`config.mk`:
```
export PLATFORM = sky130hd
export DESIGN_NAME = dcache_mem
export DESIGN_NICKNAME = d
export VERILOG_FILES = /design/src/design/dcache_pkg.sv /design/src/design/dcache_mem.sv
export SDC_FILE = /design/constraint.sdc
export NUM_CORES = 2
export LEC_CHECK = 0
export BUFFER_PORTS_ARGS = -buffer_cell sky130_fd_sc_hd__buf_2
export CORE_MARGIN = 5
export CORE_UTILIZATION = 30
export DETAILED_ROUTE_END_ITERATION = 8
export GPL_TIMING_DRIVEN = 1
export PLACE_DENSITY = 0.54
export REMOVE_ABC_BUFFERS = 1
export SYNTH_ARGS = -nofsm -noshare
export SYNTH_HDL_FRONTEND = slang
export SYNTH_MEMORY_MAX_BITS = 65536
export SYNTH_SLANG_ARGS = --single-unit
```
`constraint.sdc`:
```
create_clock -name clk_i -period 8.4 [get_ports clk_i]
set_input_delay 0.42 -clock clk_i [delete_from_list [all_inputs] [get_ports clk_i]]
set_output_delay 0.42 -clock clk_i [all_outputs]
set_load 0.01 [all_outputs]
```
`src/design/dcache_pkg.sv`:
```
package dcache_pkg;

  // address and data geometry
  localparam int PLEN           = 16;
  localparam int WORD_W         = 32;
  localparam int OFF_W          = 4;
  localparam int IDX_W          = 4;
  localparam int TAG_W          = 8;
  localparam int NUM_WAYS       = 2;
  localparam int WORDS_PER_LINE = 4;
  // word select bits inside the byte offset
  localparam int WOFF_W         = 2;
  localparam int ID_W           = 2;
  // top address bit selects the I/O region
  localparam int IO_BIT         = 15;

  // core to cache, index and offset travel together
  typedef struct packed {
    logic                     req;
    logic [IDX_W+OFF_W-1:0]   index;
    logic [ID_W-1:0]          id;
    logic                     kill;
    logic                     tag_valid;
    logic [TAG_W-1:0]         tag;
  } dcache_req_t;

  // cache to core
  typedef struct packed {
    logic                     gnt;
    logic                     rvalid;
    logic [WORD_W-1:0]        rdata;
    logic [ID_W-1:0]          rid;
  } dcache_rsp_t;

  // controller to miss unit
  typedef struct packed {
    logic [PLEN-1:0]          paddr;
    logic                     nc;
    logic [NUM_WAYS-1:0]      vld_bits;
  } miss_req_t;

  // miss unit to word memory
  typedef struct packed {
    logic [PLEN-1:0]          addr;
    logic                     nc;
  } mem_req_t;

  // refill write into the arrays
  typedef struct packed {
    logic [NUM_WAYS-1:0]                        way;
    logic [IDX_W-1:0]                           idx;
    logic [TAG_W-1:0]                           tag;
    logic [WORDS_PER_LINE-1:0][WORD_W-1:0]      data;
  } refill_t;

  typedef enum logic [2:0] {
    IDLE,
    READ,
    MISS_REQ,
    MISS_WAIT,
    KILL_MISS,
    KILL_MISS_ACK,
    REPLAY_REQ,
    REPLAY_READ
  } ctrl_state_e;

  // I/O space is never cached
  function automatic logic is_io_addr(input logic [PLEN-1:0] addr);
    return addr[IO_BIT];
  endfunction

endpackage
```
`src/design/dcache_mem.sv`:
```
module dcache_mem (
  input  logic                              clk_i,
  input  logic                              rst_ni,
  // read port
  input  logic                              rd_req_i,
  input  logic [dcache_pkg::IDX_W-1:0]      rd_idx_i,
  input  logic [dcache_pkg::OFF_W-1:0]      rd_off_i,
  // late tag, valid in the cycle after the read
  input  logic [dcache_pkg::TAG_W-1:0]      rd_tag_i,
  output logic                              rd_ack_o,
  output logic [dcache_pkg::WORD_W-1:0]     rd_data_o,
  output logic [dcache_pkg::NUM_WAYS-1:0]   rd_vld_bits_o,
  output logic [dcache_pkg::NUM_WAYS-1:0]   rd_hit_oh_o,
  // refill write port
  input  logic                              refill_vld_i,
  input  dcache_pkg::refill_t               refill_i,
  output logic                              wr_cl_vld_o
);
  import dcache_pkg::*;

  localparam int NUM_SETS = 2 ** IDX_W;

  // storage, valid bits per set hold all ways
  logic [NUM_WAYS-1:0]                   vld_mem [NUM_SETS];
  logic [TAG_W-1:0]                      tag_mem [NUM_WAYS][NUM_SETS];
  logic [WORDS_PER_LINE-1:0][WORD_W-1:0] data_mem [NUM_WAYS][NUM_SETS];

  // registered readout of all ways
  logic [NUM_WAYS-1:0] vld_rd_q;
  logic [TAG_W-1:0]    tag_rd_q [NUM_WAYS];
  logic [WORD_W-1:0]   data_rd_q [NUM_WAYS];

  // refill owns the arrays for its cycle
  assign rd_ack_o    = rd_req_i & ~refill_vld_i;
  assign wr_cl_vld_o = refill_vld_i;

  always_ff @(posedge clk_i or negedge rst_ni) begin
    if (!rst_ni) begin
      vld_mem  <= '{default: '0};
      vld_rd_q <= '0;
    end else begin
      if (refill_vld_i) begin
        vld_mem[refill_i.idx] <= vld_mem[refill_i.idx] | refill_i.way;
      end
      if (rd_ack_o) begin
        vld_rd_q <= vld_mem[rd_idx_i];
      end
    end
  end

  always_ff @(posedge clk_i) begin
    for (int w = 0; w < NUM_WAYS; w++) begin
      if (refill_vld_i && refill_i.way[w]) begin
        tag_mem[w][refill_i.idx]  <= refill_i.tag;
        data_mem[w][refill_i.idx] <= refill_i.data;
      end
      // only the addressed word leaves the array
      if (rd_ack_o) begin
        tag_rd_q[w]  <= tag_mem[w][rd_idx_i];
        data_rd_q[w] <= data_mem[w][rd_idx_i][rd_off_i[OFF_W-1 -: WOFF_W]];
      end
    end
  end

  assign rd_vld_bits_o = vld_rd_q;

  // tag compare and one-hot data select
  always_comb begin
    rd_data_o = '0;
    for (int w = 0; w < NUM_WAYS; w++) begin
      rd_hit_oh_o[w] = vld_rd_q[w] && (tag_rd_q[w] == rd_tag_i);
      if (rd_hit_oh_o[w]) begin
        rd_data_o = rd_data_o | data_rd_q[w];
      end
    end
  end

endmodule

```
* Word level (Yosys, flattened, before mapping)
Memory sizes are Yosys's and may differ from the RTL's.
Index checks and enable logic that the tools add are counted.
** Word-level totals
- Flip-flop bits (word level) :: 34
- Memory bits (writable) :: 4432
- Bits of input ports :: 162
- Memories kept :: 4
** Cells by class
- Order comparisons :: 4
- Equal/unequal tests :: 2
- Muxes and demuxes :: 39
- Bitwise gates (word level) :: 6
- Reduce and logical (&&, ||, !) cells :: 5
** Memories
- data_mem :: depth 2, bits a word 2048, read ports 2, clocked after memory_dff 0, wr ports 2, line dcache_mem.sv:26 : logic [WORDS_PER_LINE-1:0][WORD_W-1:0] data_mem [NUM_WAYS][NUM_SETS];
- tag_mem :: depth 2, bits a word 128, read ports 2, clocked after memory_dff 0, wr ports 2, line dcache_mem.sv:25 : logic [TAG_W-1:0] tag_mem [NUM_WAYS][NUM_SETS];
- data_rd_q :: depth 2, bits a word 32, read ports 2, clocked after memory_dff 0, wr ports 2, line dcache_mem.sv:31 : logic [WORD_W-1:0] data_rd_q [NUM_WAYS];
- tag_rd_q :: depth 2, bits a word 8, read ports 2, clocked after memory_dff 0, wr ports 2, line dcache_mem.sv:30 : logic [TAG_W-1:0] tag_rd_q [NUM_WAYS];
** Operator list (number)
- 2-to-1 mux 2048 bit :: 2
- binary-select mux 128 bit (select 4 bit) :: 2
- 2-to-1 mux 128 bit :: 7
- demux 128 bit (select 4 bit) :: 1
- binary-select mux 32 bit (select 2 bit) :: 2
- 2-to-1 mux 32 bit :: 4
- binary-select mux 8 bit (select 4 bit) :: 2
- 2-to-1 mux 8 bit :: 5
- bitwise mux 32 bit :: 1
- demux 8 bit (select 4 bit) :: 1
- bitwise OR 32 bit :: 1
- binary-select mux 2 bit (select 4 bit) :: 2
- equality test 8 bit :: 2
- >= comparator 5 bit (second input constant) :: 2
- 2-to-1 mux 2 bit :: 5
- inverter 4 -> 5 bit :: 2
- demux 2 bit (select 4 bit) :: 1
- logical AND 1 bit :: 5
- < comparator 5 x 1 -> 1 bit (second input constant) :: 1
- 2-to-1 mux 1 bit :: 4
- < comparator 2 x 3 -> 1 bit (second input constant) :: 1
- bitwise OR 2 bit :: 1
- bitwise AND 1 bit :: 1
- inverter 1 bit :: 1

* Longest topological paths before layout
- Word-level depth :: 6
- Depth in mapped cells :: 9
- Mapped depth without buffers :: 5

* Worst setup path before layout
Ideal clock, no wire load.
- Kind :: input-to-reg
- Start :: input refill_i[137] (netlist name)
- End :: memory data_mem[0][1000] (netlist name), enable pin
- Library setup time :: 0.965 ns
- Arrival time :: 13.777 ns
- Setup slack :: -6.342 ns
- Stages on the path :: 3
- Cells stage by stage :: clkbuf_1 clkbuf_1 nor4_1
** RTL lines
- start, declared :: line dcache_mem.sv:16 : input dcache_pkg::refill_t refill_i,
- end, declared :: line dcache_mem.sv:26

==> results.md <==
Logic synthesis:
- Sequential cells were found to cover 79.8% of the synthesized design area.
- For this run, the leading register cell type out of synthesis is sky130_fd_sc_hd__edfxtp_1.
- The post-synthesis cell area is 168,000 um^2.
- The synthesized design contains between 4,000 and 5,000 enable-type register cells.
- The number of standard cells after synthesis is between 6,000 and 7,000.
- In this run, distinct cell masters in the synthesized netlist total 43.
- The number of warnings reported in the yosys synthesis log is 0.
- The post-synthesis sequential element count is around 4,500.
- Averaged over all synthesized cells, the footprint is 24.0 um^2.
- The fraction of registers with async set or reset after synthesis is 0.761%.

Setup path:
- The worst-case register-to-register setup slack is approximately 6 ns.
- The setup path with the least slack is of type register to output pin.
- The capture point of the worst reg-to-reg path is vld_mem[7].
- The maximum fanout along the worst path is 18.
- The start of the worst register-to-register path is vld_mem[5].
- The worst setup path is launched from a register.
- STA classifies the critical path endpoint as an output pin.
- The worst path arrival time is 4.65 ns.
- For the worst flop-to-flop path, the logic depth is 4.
- The required arrival time at the worst endpoint is about 8.0 ns.

Run status:
- The flow ran to the end, and the final reports show no timing, DRC or antenna violations.

Die:
- The die is between 700 and 800 um wide.
- In this run the core area contains about 270 standard-cell rows.
- The floorplan step defined a die boundary enclosing 575,000 um^2.
- In this run the count of I/O pins placed on the die edge is 200.
- In this run the vertical extent of the chip is 758 um.
- The initial utilization of the core area, before any placement, comes to 30.1%.
- The core outline area is between 500,000 and 600,000 um^2.

Routing:
- For this run, design rule violations remaining after detail routing come to 0.
- In this run, the number of DRC markers left after iteration 0 of detailed routing was slightly above 10,000.
- The number of nets with antenna violations after routing is 0.
- The number of detailed-route iterations in the first pass is 5.
- The routed wire length is about 490,000 um.
- The number of vias per cell is about 5.3.
- The number of vias in the routed layout is approximately 80,000.
- In the final routed layout, each cell accounts on average for ~32 um.

Flow run:
- The number of max-cap violations is 0.

Clock tree:
- Post-CTS timing repair inserted 0 buffers for setup.
- The clock passes through at most 4 buffers.
- Buffers inserted to repair hold after CTS numbered between 100 and 150.
- The total clock buffers created by CTS is 440.
- The clock edge transition at the registers on the reported setup and hold paths is ~0.060 ns.
- The H-tree depth reported by CTS is 5.
- The clock reaches the later pin of the worst-skew pair after between 1 and 1.5 ns.
- The CTS root buffer is sky130_fd_sc_hd__clkbuf_16.
- The count of instances resized after the clock tree is built is 0.
- The clock sink count is between 4,000 and 5,000.
- The TritonCTS clock tree is done.

Placement:
- The global placement routability congestion is a little over 0.7.
- The count of input and output buffers is approximately 200.
- The HPWL reported at the end of detailed placement is roughly 250,000 um.
- The placed instance area is between 150,000 and 200,000 um^2.

Timing:
- At the pin with the least slew margin, the transition time is roughly 1.2 ns.
- After layout, the worst path uses roughly three fifths of the clock period.
- The number of max-slew violations in the final report is 0.
- The count of endpoints failing setup in the final report is 0.
- The final number of hold-violating endpoints is 0.
- The tightest slew margin relative to the limit is roughly 23%.
- The total negative slack is 0 ns.
- For the final database, setup skew stands at roughly 0.044 ns.
- Setup repair after global routing left no endpoint under its margin.
- The maximum operating frequency is approximately 200 MHz.
- The final critical path time including I/O delays and setup is slightly above 5 ns.

GRT:
- In the global route stage, met1 resource usage came out at between 20% and 30%.
- The largest net degree at the start of global routing is around 100.
- The via count of the first global-routing pass is around 82,000.
- The overall global routing resource usage is roughly 17%.
- The number of antenna violations at the first check in global routing is 106.
- Global routing consumed, on the met2 layer, roughly 27% of the routing resources.
- The wire length of the first global-routing pass is around 670,000 um.
- The total overflow reported by the global router is 0.
- The highest-utilization routing layer at the global route stage is met2.
- The global-route track usage on met3 is around 3.7%.

Layout:
- The synthesis-to-finish area growth is 15.9%.
- The library cell used most frequently in the layout, excluding fill and tap cells, is sky130_fd_sc_hd__edfxtp_1.
- In the final design database the tool counted slightly below 8,000 nets.
- The proportion of layout cells with a drive suffix above 1 is approximately 28%.
- The library cells used most frequently in the layout, excluding fill and tap cells, are sky130_fd_sc_hd__edfxtp_1, sky130_fd_sc_hd__mux4_2, sky130_fd_sc_hd__clkbuf_16.
- Counting the fill cells in the layout gives between 50,000 and 60,000.
- Measured on the finished design, the core utilization comes to a little over a third.
- The post-route cell area is about 190,000 um^2.

Power and ir drop:
- The power per cell area is 241 nW/um^2.
- The maximum resistive drop on vdd is 0.166 mV.
- The proportion of total power due to net switching is between 20% and 30%.
- The internal power is 36,800 uW.
- The fraction of power consumed by sequential logic is between 50% and 60%.
- Combinational cells account for under 10% of the total power.
- The analysis attributes to cell leakage a power of around 0.06 uW.
- Summed over all nets, the switching power comes to about 10,000 uW.
- The clock network accounts for 41.7% of the total power.

Hold path:
- The worst hold path belongs to the class input port to register.
- The launch point of the worst hold path is refill_i[138].
- The endpoint with the worst hold slack is vld_mem[22].
- The worst hold path was traced through 4 stages.
==> worst max-delay path, stage by stage, from the launching register on <==
cell	delay (ns)
sky130_fd_sc_hd__edfxtp_1	0.40
sky130_fd_sc_hd__xor2_1	0.16
sky130_fd_sc_hd__nor4_1	0.48
sky130_fd_sc_hd__nand3_1	0.19
sky130_fd_sc_hd__nor4_4	0.20
sky130_fd_sc_hd__buf_4	0.69
sky130_fd_sc_hd__buf_4	0.64
sky130_fd_sc_hd__a22o_1	0.58
sky130_fd_sc_hd__buf_2	0.24
==> how the worst max path moves through the flow <==
stage | slack [ns] | startpoint | end | cells past startpoint
floorplan | -6.25 | refill_i[138] | data_mem[0][1000] | 2
global placement | 4.00 | rd_off_i[2] | data_rd_q[0][3] | 7
detailed placement | 4.06 | rd_off_i[2] | data_rd_q[0][3] | 7
CTS | 3.19 | tag_rd_q[0][9] | rd_data_o[24] | 8
global route | 3.04 | tag_rd_q[0][9] | rd_data_o[24] | 8
finish | 3.33 | tag_rd_q[0][9] | rd_data_o[24] | 8
==> cells by family (layout without fill, tap and decap cells) <==
| kind of cell | count (synthesis) | in the layout | synth area share [%] |
|---|---|---|---|
| mux | 1200 | 1200 | 15.5 |
| compound gates | 638 | 638 | 2.69 |
| xor+xnor | 16 | 16 | 0.0835 |
| buf+inv | 405 | 1343 | 1.10 |
| flops | 4466 | 4466 | 79.8 |
| simple gates | 272 | 272 | 0.806 |
| other cells | 0 | 14 | 0 |
==> cell type report <==
cell class / count / area (um^2) / area share [%]
sequential: 4466 / 134000 / 68.9
multi-input combinational: 2126 / 32400 / 16.7
clock buffer: 526 / 11400 / 5.84
tap: 7452 / 9320 / 4.79
timing repair buffer: 530 / 4570 / 2.35
clock inverter: 285 / 2850 / 1.47
antenna: 14 / 35.0 / 0.0180
inverter: 2 / 7.51 / 0.00386
==> metal layers <==
metal,up-vias,share of wire (%)
met3,809,9.0
li1,31764,-
met5,-,0.054
met2,3824,48
met1,44769,41
met4,46,2.5
==> Yosys cell counts (13+ instances only) <==
library cell                  n  area [um^2]
sky130_fd_sc_hd__o22a_1      58          508
sky130_fd_sc_hd__nand2_1     24         90.1
sky130_fd_sc_hd__nor4_1      66          413
sky130_fd_sc_hd__buf_4       23          173
sky130_fd_sc_hd__a22o_1      44          385
sky130_fd_sc_hd__dfrtp_1     34          851
sky130_fd_sc_hd__edfxtp_1  4432       133000
sky130_fd_sc_hd__buf_1       49          184
sky130_fd_sc_hd__buf_2      150          751
sky130_fd_sc_hd__nor2_1     106          398
sky130_fd_sc_hd__nand2b_1    13         81.3
sky130_fd_sc_hd__o22ai_1    286         1790
sky130_fd_sc_hd__mux4_2    1114        25100
sky130_fd_sc_hd__a21oi_1     84          420
sky130_fd_sc_hd__mux2i_1     76          761
sky130_fd_sc_hd__o221ai_1   122         1070
sky130_fd_sc_hd__nor2b_1     13         81.3
sky130_fd_sc_hd__clkbuf_1   175          657
sky130_fd_sc_hd__nor3_1      33          165
==> registers in the layout, indices dropped and copies added, names as in the netlist <==
register / cells
data_mem: 4096
tag_mem: 256
data_rd_q: 64
vld_mem: 32
tag_rd_q: 16
rd_vld_bits_o: 2
==> metrics by stage <==
step	total power (uW)	hold WS [ns]	instances	worst slack [ns]
3_3_place_gp	27600	0.516	14435	4.00
4_1_cts	47200	0.0163	15387	3.19
3_5_place_dp	27700	0.528	14435	4.06
5_1_grt	48400	0.0934	15391	3.04
6_report	46900	0.0868	15401	3.33
2_1_floorplan	26500	0.124	6594	-6.25
==> power groups by stage <==
stage / combinational, uW / sequential, uW / clock, uW
2_1_floorplan: 1030 / 25400 / 0
3_3_place_gp: 2220 / 25400 / 0
3_5_place_dp: 2260 / 25500 / 0
4_1_cts: 2350 / 25000 / 19900
5_1_grt: 2470 / 25000 / 20900
6_report: 2310 / 25000 / 19600
(Power assumes the default switching activity.)
