--- src/design/dcache_pkg.sv ---
package dcache_pkg;

  // address and data geometry
  localparam int PLEN           = 16;
  localparam int WORD_W         = 32;
  localparam int OFF_W          = 4;
  localparam int IDX_W          = 4;
  localparam int TAG_W          = 8;
  localparam int NUM_WAYS       = 2;
  localparam int WORDS_PER_LINE = 4;
  // word select bits inside the byte offset
  localparam int WOFF_W         = 2;
  localparam int ID_W           = 2;
  // top address bit selects the I/O region
  localparam int IO_BIT         = 15;

  // core to cache, index and offset travel together
  typedef struct packed {
    logic                     req;
    logic [IDX_W+OFF_W-1:0]   index;
    logic [ID_W-1:0]          id;
    logic                     kill;
    logic                     tag_valid;
    logic [TAG_W-1:0]         tag;
  } dcache_req_t;

  // cache to core
  typedef struct packed {
    logic                     gnt;
    logic                     rvalid;
    logic [WORD_W-1:0]        rdata;
    logic [ID_W-1:0]          rid;
  } dcache_rsp_t;

  // controller to miss unit
  typedef struct packed {
    logic [PLEN-1:0]          paddr;
    logic                     nc;
    logic [NUM_WAYS-1:0]      vld_bits;
  } miss_req_t;

  // miss unit to word memory
  typedef struct packed {
    logic [PLEN-1:0]          addr;
    logic                     nc;
  } mem_req_t;

  // refill write into the arrays
  typedef struct packed {
    logic [NUM_WAYS-1:0]                        way;
    logic [IDX_W-1:0]                           idx;
    logic [TAG_W-1:0]                           tag;
    logic [WORDS_PER_LINE-1:0][WORD_W-1:0]      data;
  } refill_t;

  typedef enum logic [2:0] {
    IDLE,
    READ,
    MISS_REQ,
    MISS_WAIT,
    KILL_MISS,
    KILL_MISS_ACK,
    REPLAY_REQ,
    REPLAY_READ
  } ctrl_state_e;

  // I/O space is never cached
  function automatic logic is_io_addr(input logic [PLEN-1:0] addr);
    return addr[IO_BIT];
  endfunction

endpackage
--- src/design/dcache_miss_unit.sv ---
module dcache_miss_unit (
  input  logic                              clk_i,
  input  logic                              rst_ni,
  // controller side
  input  logic                              miss_req_i,
  input  dcache_pkg::miss_req_t             miss_i,
  output logic                              miss_ack_o,
  output logic                              miss_rtrn_vld_o,
  output logic [dcache_pkg::WORD_W-1:0]     miss_rtrn_data_o,
  // refill into the arrays
  output logic                              refill_vld_o,
  output dcache_pkg::refill_t               refill_o,
  // word memory
  output logic                              mem_req_o,
  output dcache_pkg::mem_req_t              mem_o,
  input  logic                              mem_rvalid_i,
  input  logic [dcache_pkg::WORD_W-1:0]     mem_rdata_i
);
  import dcache_pkg::*;

  typedef enum logic {MU_IDLE, MU_FETCH} mu_state_e;

  mu_state_e state_q;
  logic [WOFF_W-1:0]                     cnt_q;
  logic [PLEN-1:0]                       paddr_q;
  logic                                  nc_q;
  logic [NUM_WAYS-1:0]                   vld_bits_q;
  logic [WORDS_PER_LINE-1:0][WORD_W-1:0] line_q, line_d;
  // one replacement bit per set
  logic [2**IDX_W-1:0]                   repl_q;
  logic                                  last_word, all_vld;
  logic [IDX_W-1:0]                      set_idx;

  // accept only while idle, fetch goes out in the same cycle
  assign miss_ack_o = miss_req_i && (state_q == MU_IDLE);
  assign mem_req_o  = miss_ack_o;
  // nc fetches one word, cacheable fetches start at the line base
  assign mem_o.addr = miss_i.nc ? {miss_i.paddr[PLEN-1:2], 2'b00}
                                : {miss_i.paddr[PLEN-1:OFF_W], {OFF_W{1'b0}}};
  assign mem_o.nc   = miss_i.nc;

  // line buffer with the word arriving this cycle merged in
  always_comb begin
    line_d        = line_q;
    line_d[cnt_q] = mem_rdata_i;
  end

  assign last_word       = nc_q || (cnt_q == WOFF_W'(WORDS_PER_LINE - 1));
  assign miss_rtrn_vld_o = (state_q == MU_FETCH) && mem_rvalid_i && last_word;
  assign miss_rtrn_data_o = nc_q ? mem_rdata_i : line_d[paddr_q[OFF_W-1 -: WOFF_W]];
  assign refill_vld_o    = miss_rtrn_vld_o && !nc_q;

  // victim is the first invalid way, else the set's replacement way
  assign set_idx = paddr_q[OFF_W +: IDX_W];
  assign all_vld = &vld_bits_q;
  always_comb begin
    refill_o.way = '0;
    refill_o.way[repl_q[set_idx]] = 1'b1;
    for (int w = NUM_WAYS - 1; w >= 0; w--) begin
      if (!vld_bits_q[w]) begin
        refill_o.way    = '0;
        refill_o.way[w] = 1'b1;
      end
    end
  end
  assign refill_o.idx  = set_idx;
  assign refill_o.tag  = paddr_q[PLEN-1 -: TAG_W];
  assign refill_o.data = line_d;

  always_ff @(posedge clk_i or negedge rst_ni) begin
    if (!rst_ni) begin
      state_q <= MU_IDLE;
      cnt_q   <= '0;
      repl_q  <= '0;
    end else begin
      if (miss_ack_o) begin
        state_q <= MU_FETCH;
        cnt_q   <= '0;
      end else if (state_q == MU_FETCH && mem_rvalid_i) begin
        cnt_q <= cnt_q + 1'b1;
        if (last_word) begin
          state_q <= MU_IDLE;
        end
      end
      // flip only when a valid line was evicted
      if (refill_vld_o && all_vld) begin
        repl_q[set_idx] <= ~repl_q[set_idx];
      end
    end
  end

  always_ff @(posedge clk_i) begin
    if (miss_ack_o) begin
      paddr_q    <= miss_i.paddr;
      nc_q       <= miss_i.nc;
      vld_bits_q <= miss_i.vld_bits;
    end
    if (state_q == MU_FETCH && mem_rvalid_i) begin
      line_q <= line_d;
    end
  end

endmodule

--- config.mk ---
export PLATFORM = sky130hd
export DESIGN_NAME = dcache_miss_unit
export DESIGN_NICKNAME = d
export VERILOG_FILES = /design/src/design/dcache_pkg.sv /design/src/design/dcache_miss_unit.sv
export SDC_FILE = /design/constraint.sdc
export NUM_CORES = 1
export LEC_CHECK = 0
export BUFFER_PORTS_ARGS = -buffer_cell sky130_fd_sc_hd__buf_4
export CORE_MARGIN = 4
export CORE_UTILIZATION = 35
export DETAILED_ROUTE_END_ITERATION = 16
export HOLD_SLACK_MARGIN = 0.1
export PLACE_DENSITY = 0.62
export SLEW_MARGIN = 20
export SYNTH_ARGS = -nofsm -noshare
export SYNTH_HDL_FRONTEND = slang
export SYNTH_SLANG_ARGS = --single-unit
--- constraint.sdc ---
create_clock -name clk_i -period 5.5 [get_ports clk_i]
set_clock_uncertainty 0.15 [all_clocks]
set_input_delay 0.55 -clock clk_i [delete_from_list [all_inputs] [get_ports clk_i]]
set_output_delay 0.55 -clock clk_i [all_outputs]
set_load 0.01 [all_outputs]
== Yosys cells after proc, flatten, opt, wreduce, memory -nomap -nowiden ==
Index checks and enable logic that the tools add are counted.

* Bits in registers: 166
* Output and inout bits: 195
* Input bits: 55

* Muxes and demuxes: 21
* Reduce and logical (&&, ||, !) cells: 14
* Magnitude comparators: 7
* Bitwise gates (word level): 2
* Equality and inequality tests: 1
* $add $sub $neg: 1

{| class="wikitable"
|+ Operator list
! cell !! count
|-
| 128-bit bitwise mux || 1
|-
| 32-bit 2-to-1 mux || 3
|-
| 32-bit binary-select mux with 2-bit select || 1
|-
| 32-bit demux with 2-bit select || 1
|-
| 16-bit bitwise mux || 1
|-
| 1-bit logical AND || 8
|-
| 2-bit 2-to-1 mux || 4
|-
| 2-bit by 3-bit less-than comparator with 1-bit output (second input constant) || 2
|-
| 1-bit 2-to-1 mux || 6
|-
| 4-bit by 5-bit less-than comparator with 1-bit output (second input constant) || 1
|-
| 1-bit binary-select mux with 4-bit select || 1
|-
| 1-bit demux with 4-bit select || 1
|-
| 4-bit by 1-bit >= comparator with 1-bit output (second input constant) || 1
|-
| 4-bit 2-to-1 mux || 1
|-
| 2-bit AND reduction || 2
|-
| 2-bit nonzero test || 2
|-
| 2-bit by 1-bit adder with 2-bit output (second input constant) || 1
|-
| 2-bit == test (second input constant) || 1
|-
| 2-bit by 1-bit >= comparator with 1-bit output (second input constant) || 1
|-
| 1-bit by 2-bit less-than comparator with 1-bit output (second input constant) || 1
|-
| 1-bit inverter || 2
|-
| 1-bit demux with 1-bit select || 1
|-
| 1-bit >= comparator (second input constant) || 1
|-
| 1-bit logical NOT || 1
|-
| 1-bit logical OR || 1
|}

== Logic depth before layout (Yosys ltp) ==
Gate-level depths: netlist of run 1.

* Depth after elaboration: 8
* Mapped depth: 7
* Depth with buffers taken out: 5

== Least setup slack after synthesis of run 1 ==
Ideal clock, no wire load.

* Path type: input-to-reg
* Start point: input port mem_rvalid_i
* End point: register repl_q[0]
* Stages on the path: 5
* Required time: 5225 ps
* Arrival time: 5607 ps
* Path slack: -382 ps
* Cells stage by stage: and2_1 clkbuf_1 nand3_1 nor3_1 mux2_2

* Longest elaborated chain between the ends: 4

{| class="wikitable"
|+ RTL lines
! what !! RTL line !! RTL
|-
| start, declared || dcache_miss_unit.sv:16 || <nowiki>input logic mem_rvalid_i,</nowiki>
|-
| 1-bit logical AND (2 in a row) || dcache_miss_unit.sv:49 || <nowiki>assign miss_rtrn_vld_o = (state_q == MU_FETCH) && mem_rvalid_i && last_word;</nowiki>
|-
| 1-bit logical AND || dcache_miss_unit.sv:51 || <nowiki>assign refill_vld_o = miss_rtrn_vld_o && !nc_q;</nowiki>
|-
| 1-bit logical AND || dcache_miss_unit.sv:86 || <nowiki>if (refill_vld_o && all_vld) begin</nowiki>
|-
| end signal, assigned by index || dcache_miss_unit.sv:87 || <nowiki>repl_q[set_idx] <= ~repl_q[set_idx];</nowiki>
|-
| end, declared || dcache_miss_unit.sv:30 || <nowiki>logic [2**IDX_W-1:0] repl_q;</nowiki>
|}

Every way passes these cells.
A chain may end at the register's enable or synchronous reset.

== Worst setup path after layout of run 1 ==
* Start point: register cnt_q[0]
* End point: output port miss_rtrn_data_o[0] in the netlist's numbering

* Longest elaborated chain between the ends: 8

{| class="wikitable"
|+ RTL lines
! what !! RTL line !! RTL
|-
| start, declared || dcache_miss_unit.sv:24 || <nowiki>logic [WOFF_W-1:0] cnt_q;</nowiki>
|-
| start signal, assigned || dcache_miss_unit.sv:80 || <nowiki>cnt_q <= cnt_q + 1'b1;</nowiki>
|-
| 2-bit by 3-bit less-than comparator with 1-bit output (implied by the code) / 2-bit by 1-bit >= comparator with 1-bit output (equally long branches) || dcache_miss_unit.sv:45 || <nowiki>line_d[cnt_q] = mem_rdata_i;</nowiki>
|-
| 1-bit logical AND (implied by the code) || dcache_miss_unit.sv:45 ||
|-
| 32-bit 2-to-1 mux (implied by the code) || dcache_miss_unit.sv:45 ||
|-
| 32-bit demux with 2-bit select (*) || dcache_miss_unit.sv:45 ||
|-
| 128-bit bitwise mux (*) || dcache_miss_unit.sv:45 ||
|-
| 32-bit binary-select mux with 2-bit select (*) || dcache_miss_unit.sv:50 || <nowiki>assign miss_rtrn_data_o = nc_q ? mem_rdata_i : line_d[paddr_q[OFF_W-1 -: WOFF_W]];</nowiki>
|-
| 32-bit 2-to-1 mux (implied by the code) (*) || dcache_miss_unit.sv:50 ||
|-
| 32-bit 2-to-1 mux (*) || dcache_miss_unit.sv:50 ||
|-
| end, declared || dcache_miss_unit.sv:9 || <nowiki>output logic [dcache_pkg::WORD_W-1:0] miss_rtrn_data_o,</nowiki>
|}

Mark *: on every way between the ends. The rest lies on a longest branch, timed or not. The select of a mux whose other input is x is not followed.

==> results.yml, run 1 <==
outcome:
  status: "finished clean"
yosys:
  synth_largest_area_cell: "edfxtp_1"
  yosys_warnings: 0
  synthArstFlopShare: 0.116
  synth-seq-cells: 164
  synth_common_cells: "edfxtp_1, mux2_4, mux2_2"
  synth_most_common_cell: "edfxtp_1"
  synth_edf_count: 145
  seq_area_frac_synth: 0.543
  synthCells: 511
  ys_top_cells_by_area: "edfxtp_1, mux2_4, mux2_2, mux4_2, dfrtp_1"
  ys.flop_type: "edfxtp_1"
  avgSynthCellArea_um2: 17.4
  syn-cell-area_mm2: 0.00890
  yosysTopAreaCellShare: 0.489
  yosysUniqueCellTypes: 34
global_route:
  grt_max_degree: 51
  antenna_found_initial: 0
  grt_pass1_vias: 5793
  grt_overflow: 0
  grt_pass1_wl_mm: 34.4
  grt_usage: 0.154
clock_tree:
  post_cts_resized: 0
  root_buffer: "clkbuf_16"
  ctsHtreeMaxLevel: 4
  hold_buffers: 1
  cts.clk_slew.worst_paths_ns: 0.07
  clk_path_buf_depth: 2
  cts_buffers: 17
  cts.sinks: 164
  cts_tree: "done"
  clk_latency_ns: 0.42
  post_cts_buffers: 0
sta:
  setup_viol: 0
  hold_violations: 0
  slew_headroom: 0.374
  final.period_utilization: 0.743
  setup_tns_ns: 0
  worst_pin_slew_ns: 0.939
  clock.fmax_mhz: 245
  finalCriticalPeriod_ns: 4.09
  slew_viol_final: 0
  rsz0062_at_grt: "no"
route:
  via_count: 5280
  wirelength_mm: 22.1
  post-route-drc-count: 0
  first_pass_iters: 6
  avgRoutedWirePerCell_um: 20.7
  antenna_left: 0
  vias_per_cell: 4.95
  drtIter0Drc: 289
power:
  vdd_drop_max_uv: 201
  power.density_mw_per_mm2: 479
  leakage_uw: 0.00462
floorplan:
  chipHeight_um: 167
  io_pins: 250
  core_mm2: 0.0251
  die-area_mm2: 0.0280
  initial_utilization: 0.354
  rows: 58
  die_w_um: 167
worst_setup_path:
  crit_required_ns: 4.80
  worstPathMaxFanout: 18
  start_kind: "flop"
  worstPathArrival_ns: 3.39
  critical_path_class: "flop to output pin"
  endpoint_kind: "output pin"
placed_design:
  dpl-instance-area_mm2: 0.0108
  hpwl_mm: 14.9
  placed_cells: 1034
  io_buffers: 245
  gp_congestion: 0.761
final_layout:
  area_growth_pct: 27.7
  fillCellCount: 2229
  final_area_mm2: 0.0114
  final_cells: 1067
  drive_gt1_frac: 0.659
  fin_nets: 783
  diodes: 0
hold_path:
  hp-class: "input port to flop"
run:
  cap_viol_max_count: 0
-- worst paths after layout --
kind	start	endpoint	slack, ns	cells after the start
min	miss_i[15]	paddr_q[12]$_DFFE_PP_	0.16	1
min in group asynchronous	rst_ni	repl_q[3]$_DFFE_PN0P_	0.40	2
max reg2reg	state_q$_DFFE_PN0P_	line_q[83]$_DFFE_PP_	2.76	3
min reg2reg	repl_q[14]$_DFFE_PN0P_	repl_q[14]$_DFFE_PN0P_	0.36	1
max	cnt_q[0]$_DFFE_PN0P_	miss_rtrn_data_o[0]	1.41	7
max in group asynchronous	rst_ni	repl_q[8]$_DFFE_PN0P_	4.59	2
-- critical path, cell delays in order (launching register included) --
cell and delay (ns):
dfrtp_1 0.42, inv_1 0.14, ha_2 0.60, buf_4 0.50
mux2_1 0.41, mux4_2 0.46, mux2_2 0.27, buf_4 0.14
-- placed cells by master, fill, tap and decap left out, types with 3 or more instances in the layout --
| cell | instances |
|---|---|
| nor3_1 | 3 |
| o21ai_1 | 5 |
| edfxtp_1 | 145 |
| clkinv_4 | 5 |
| mux2_4 | 91 |
| nor2_1 | 16 |
| mux2_2 | 70 |
| mux4_2 | 35 |
| dfrtp_1 | 19 |
| mux2i_1 | 4 |
| nand2_1 | 8 |
| clkbuf_16 | 17 |
| inv_1 | 3 |
| mux2_1 | 21 |
| ha_2 | 3 |
| nand3b_1 | 3 |
| buf_4 | 255 |
-- per-stage QoR --
step                      hold slack, ns  total power, uW  worst slack (ns)   util
after CTS                          0.132             5520              1.39  0.452
after global routing               0.130             5720              1.28  0.453
final                              0.161             5440              1.41  0.453
after global placement             0.286             4240              1.87  0.428
after detailed placement           0.290             4280              1.86  0.428
after floorplan                    0.104             3350              1.87      -
-- flip-flops by register name, indices dropped and copies added, names as in the netlist --
name        count
paddr_q        14
repl_q         16
cnt_q           2
nc_q            1
state_q         1
line_q        128
vld_bits_q      2
-- routing by layer --
layer | track usage | routed length [um]
met3 | 0.0345 | 1090
met2 | 0.269 | 11300
met4 | 0.0371 | 243
met5 | 0 | 0
met1 | 0.195 | 9400
-- report_power, final --
part	total (uW)	switching, uW	internal (uW)
clock network	1210	517	691
logic	2430	1120	1310
registers	1800	88.0	1710
-- logic make-up after synthesis --
logic type / count (synthesis) / synth area share
AND/OR/NAND/NOR: 44 / 0.0252
AO/OA/AOI/OAI: 11 / 0.00787
multiplexers: 221 / 0.362
flip-flops: 164 / 0.543
other: 1 / 0.000421
adder cells (fa/ha/maj): 4 / 0.00563
buffers and inverters: 66 / 0.0562
-- layout make-up --
cell class                      count  area, um2  share of cell area
Tap cell                          330        413              0.0363
Timing Repair Buffer              256       1920               0.169
Sequential cell                   164       4830               0.425
Multi-Input combinational cell    282       3590               0.316
Clock inverter                     12        148              0.0130
Inverter                            3       11.3            0.000991
Clock buffer                       20        447              0.0393
Power figures use the tool's default switching activity.
==> run 2, diff against run 1 <==
PLACE_DENSITY = 0.59   (was 0.62)
clock period = 3.8 ns   (was 5.5 ns; I/O delays follow)
==> run 2 against run 1 <==
Power up 46%. Global-route usage up 0.22 points. Cell area grew 2.1%. Routed wire length up 2.2%. Combinational power up 48%. Non-clock buffer count grew 24. Flip-flop and latch count did not move. Worst hold slack better by 0.015 ns. Final cell count increased by 2.2%. First-iteration DRC count is 3.1% lower. Critical path type unchanged. Highest routed layer unchanged.
==> results.yml, run 2 (synthesis gave the netlist of run 1 again) <==
final_layout:
  reg_top3: "line_q x128, repl_q x16, paddr_q x14"
  multiInputGateArea_mm2: 0.00358
  diodes: 0
  area_growth_pct: 30.4
  layout_commonest_cell: "buf_4"
  fillCellCount: 2189
  mostFrequentLayoutCells: "buf_4, edfxtp_1, mux2_4"
  drive_gt1_frac: 0.645
  top_register: "line_q"
  utilization: 0.462
  final_cells: 1091
  largest_reg_flops: 128
  register_area_mm2: 0.00483
  fin_nets: 807
hold_path:
  min_from: "mem_rdata_i[4]"
  hp-class: "input port to flop"
power:
  leakage_uw: 0.00475
  comb_power_share: 0.453
  power.density_mw_per_mm2: 682
  p_sw_uw: 2500
  vdd_drop_max_uv: 286
  clockPowerShare: 0.219
  p_sw_frac: 0.316
  pwr-share-seq: 0.327
  p_int_uw: 5420
floorplan:
  rows: 58
  chipHeight_um: 167
  die_w_um: 167
  core_mm2: 0.0251
  initial_utilization: 0.354
  io_pins: 250
  die-area_mm2: 0.0280
worst_setup_path:
  worstPathArrival_ns: 2.94
  start_kind: "flop"
  critical_path_class: "flop to output pin"
  critical_path.cell_chain: "inv_1 -> ha_2 -> buf_4 -> mux2_2 -> mux4_2 -> mux2_2 -> buf_4"
  critPathMaxStageDelay_ns: 0.46
  crit_required_ns: 3.27
  worstPathMaxFanout: 12
  crit_start: "cnt_q[0]$_DFFE_PN0P_"
  slowest_stage: "mux4_2"
  endpoint_kind: "output pin"
  r2r-start: "cnt_q[0]$_DFFE_PN0P_"
sta:
  slew_headroom: 0.468
  worst_pin_slew_ns: 0.797
  clock.fmax_mhz: 288
  layout_setup_ws_ns: 0.327
  final.period_utilization: 0.914
  setup_viol: 0
  slew_viol_final: 0
  hold_violations: 0
  hold_slack_ns: 0.176
  setup_tns_ns: 0
  finalCriticalPeriod_ns: 3.47
  rsz0062_at_grt: "no"
global_route:
  grt_pass1_vias: 5802
  grt_max_degree: 61
  grt_usage: 0.156
  grt_pass1_wl_mm: 34.6
  antenna_found_initial: 0
  grt_overflow: 0
clock_tree:
  clk_latency_ns: 0.42
  post_cts_buffers: 0
  post_cts_resized: 0
  cts_tree: "done"
  cts.clk_slew.worst_paths_ns: 0.07
  root_buffer: "clkbuf_16"
  ctsHtreeMaxLevel: 4
  hold_buffers: 19
  clk_path_buf_depth: 2
  cts_buffers: 17
  cts.sinks: 164
route:
  first_pass_iters: 7
  antenna_left: 0
  avgRoutedWirePerCell_um: 20.7
  wirelength_mm: 22.6
  vias_per_cell: 5.02
  via_count: 5479
  drtIter0Drc: 280
  post-route-drc-count: 0
placed_design:
  io_buffers: 245
  placed_cells: 1040
  hpwl_mm: 15.2
  gp_congestion: 0.779
  dp_worst_setup_slack_ns: 0.706
outcome:
  status: "finished clean"
run:
  cap_viol_max_count: 0
==> run 2: cell type report <==
class,count,share of cell area
clock buffer,24,0.0462
clock inverter,8,0.00496
inverter,3,0.000970
multi-input combinational,282,0.309
sequential,164,0.416
tap,330,0.0356
timing repair buffer,280,0.187
==> run 2: metrics by stage <==
step                      cell area [um2]  power [uW]
after floorplan                      8900        4840
after global placement              10800        6190
after detailed placement            10800        6250
after CTS                           11600        8040
after global routing                11600        8320
final                               11600        7920
==> run 2: worst paths after layout <==
path,cells after the start,to,slack (ns)
min in group asynchronous,2,repl_q[8]$_DFFE_PN0P_,0.22
max in group asynchronous,2,cnt_q[1]$_DFFE_PN0P_,3.06
worst max register to register,6,repl_q[2]$_DFFE_PN0P_,1.46
worst min register to register,1,repl_q[14]$_DFFE_PN0P_,0.37
worst max-delay path,7,miss_rtrn_data_o[17],0.33
worst min-delay path,2,line_q[68]$_DFFE_PP_,0.18
==> run 2: metal layers <==
layer	part of all wire	global-route usage	wire, um	vias up
met5	0	0	0	-
met4	0.012	0.0363	264	0
met3	0.042	0.0385	950	18
met2	0.51	0.269	11500	163
met1	0.44	0.200	9820	2862
li1	-	-	-	2436
==> run 2: worst max-delay path, delay by kind of cell, from the launching register on <==
| kind | cells | cell delay (ns) |
|---|---|---|
| multiplexers | 3 | 1.13 |
| buffers and inverters | 3 | 0.54 |
| adder cells (fa/ha/maj) | 1 | 0.45 |
| flip-flops | 1 | 0.42 |
==> run 2: power groups by stage <==
stage	registers, uW	logic, uW	clock network [uW]
after floorplan	2590	2250	0
after global placement	2610	3570	0
after detailed placement	2630	3620	0
after CTS	2590	3650	1790
after global routing	2620	3820	1870
final	2590	3590	1740
==> run 3, diff against run 2 <==
MAX_ROUTING_LAYER = met4   (was unset)
RECOVER_POWER = 25   (was unset)
==> run 3 against run 2 <==
Critical path depth did not move. Power shrank 2.3%. Routed wire length down 1.2%. Worst hold slack barely moved. First-iteration DRC count increased by 12%. Setup slack gained 0.011 ns. Final cell count unchanged. Non-clock buffer count stayed put. Combinational power is 5% lower. Critical path type unchanged. Largest power group unchanged. Highest routed layer unchanged.
==> results.yml, run 3 (synthesis gave the netlist of run 1 again) <==
route:
  drtIter0Drc: 314
  avgRoutedWirePerCell_um: 20.4
  antenna_left: 0
  first_pass_iters: 5
  vias_per_cell: 5.02
  wirelength_mm: 22.3
  via_count: 5476
  post-route-drc-count: 0
sta:
  rsz0062_at_grt: "no"
  slew_headroom: 0.286
  final.period_utilization: 0.911
  worst_pin_slew_ns: 1.07
  setup_viol: 0
  setup_tns_ns: 0
  hold_violations: 0
  slew_viol_final: 0
  clock.fmax_mhz: 289
  finalCriticalPeriod_ns: 3.46
power:
  power.density_mw_per_mm2: 681
  leakage_uw: 0.00452
  vdd_drop_max_uv: 284
global_route:
  grt_overflow: 0
  grt_pass1_vias: 5795
  grt_usage: 0.161
  grt_max_degree: 61
  antenna_found_initial: 0
  grt_pass1_wl_mm: 34.6
worst_setup_path:
  critical_path_class: "flop to output pin"
  r2r_end: "repl_q[2]$_DFFE_PN0P_"
  crit_required_ns: 3.27
  worstPathMaxFanout: 12
  crit_start: "cnt_q[0]$_DFFE_PN0P_"
  endpoint_kind: "output pin"
  r2r-start: "cnt_q[0]$_DFFE_PN0P_"
  crit_end: "miss_rtrn_data_o[17]"
  reg2reg_slack_ns: 1.47
  start_kind: "flop"
  worstPathArrival_ns: 2.93
  rr_worst_depth: 6
floorplan:
  initial_utilization: 0.354
  die_w_um: 167
  core_mm2: 0.0251
  die-area_mm2: 0.0280
  chipHeight_um: 167
  io_pins: 250
  rows: 58
final_layout:
  area_growth_pct: 27.6
  largest_reg_flops: 128
  top_register: "line_q"
  reg_top3: "line_q x128, repl_q x16, paddr_q x14"
  drive_gt1_frac: 0.556
  diodes: 0
  layout_commonest_cell: "buf_4"
  final_cells: 1091
  fillCellCount: 2269
  fin_nets: 807
  mostFrequentLayoutCells: "buf_4, edfxtp_1, mux2_2"
placed_design:
  placed_cells: 1040
  hpwl_mm: 15.2
  gp_congestion: 0.790
  io_buffers: 245
clock_tree:
  ctsHtreeMaxLevel: 4
  clk_path_buf_depth: 2
  clk_latency_ns: 0.42
  cts.clk_slew.worst_paths_ns: 0.07
  cts.sinks: 164
  root_buffer: "clkbuf_16"
  cts_buffers: 17
  cts_tree: "done"
hold_path:
  min_from: "mem_rdata_i[28]"
  hp-class: "input port to flop"
  hold_depth: 2
outcome:
  status: "finished clean"
run:
  cap_viol_max_count: 0
-- run 3: cell count changes in the layout (fill, tap and decap cells not counted) --
cell,delta
clkbuf_4,+13
clkbuf_1,+28
ha_1,+1
buf_4,-41
mux2_1,+39
ha_2,-1
mux2_2,-1
mux2_4,-38
-- run 3: where the power goes --
part           switching, uW  total [uW]  internal, uW
Combinational           1620        3420          1800
Clock                    733        1740          1000
Sequential               106        2580          2480
Total                   2460        7740          5280
-- run 3: worst min path at each step --
stage,to,slack [ns]
floorplan,cnt_q[0]$_DFFE_PN0P_,-0.07
global placement,repl_q[8]$_DFFE_PN0P_,0.11
detailed placement,repl_q[10]$_DFFE_PN0P_,0.12
CTS,line_q[60]$_DFFE_PP_,0.15
global route,line_q[106]$_DFFE_PP_,0.15
finish,line_q[60]$_DFFE_PP_,0.18
-- run 3: critical path, stage by stage, from the launching register on --
cell	delay, ns
dfrtp_1	0.42
inv_1	0.10
ha_2	0.45
buf_4	0.29
mux2_2	0.38
mux4_2	0.46
mux2_2	0.28
buf_4	0.14
-- run 3: layout make-up --
| cell class | count | area, um2 | share of cell area |
|---|---|---|---|
| sequential | 164 | 4830 | 0.425 |
| inverter | 3 | 11.3 | 0.000992 |
| timing repair buffer | 280 | 2070 | 0.182 |
| clock inverter | 8 | 57.6 | 0.00507 |
| tap | 330 | 413 | 0.0364 |
| clock buffer | 24 | 537 | 0.0473 |
| multi-input combinational | 282 | 3440 | 0.303 |
-- run 3: per-stage QoR --
step | total power [uW] | util | cell area (um2) | setup WS, ns | hold slack (ns)
finish | 7740 | 0.452 | 11400 | 0.337 | 0.176
global route | 8150 | 0.452 | 11400 | 0.157 | 0.150
CTS | 8040 | 0.462 | 11600 | 0.244 | 0.146
global placement | 6190 | 0.431 | 10800 | 0.734 | 0.115
detailed placement | 6250 | 0.431 | 10800 | 0.706 | 0.120
floorplan | 4840 | - | 8900 | 0.335 | -0.0656
-- run 3: routing by layer --
layer / GRT usage / part of all wire / vias to the layer above
met1: 0.203 / 0.43 / 2823
met3: 0.0338 / 0.046 / 16
li1: - / - / 2446
met4: 0.0363 / 0.0092 / 0
met2: 0.269 / 0.52 / 191
met5: - / 0 / -
-- run 3: repair_timing --
| item | 4_1_cts | 5_1_grt |
|---|---|---|
| endpoints found under the hold margin | 37 | 0 |
| resized for setup | 0 | 0 |
| hold buffers | 19 | 0 |
| setup buffers | 0 | 0 |
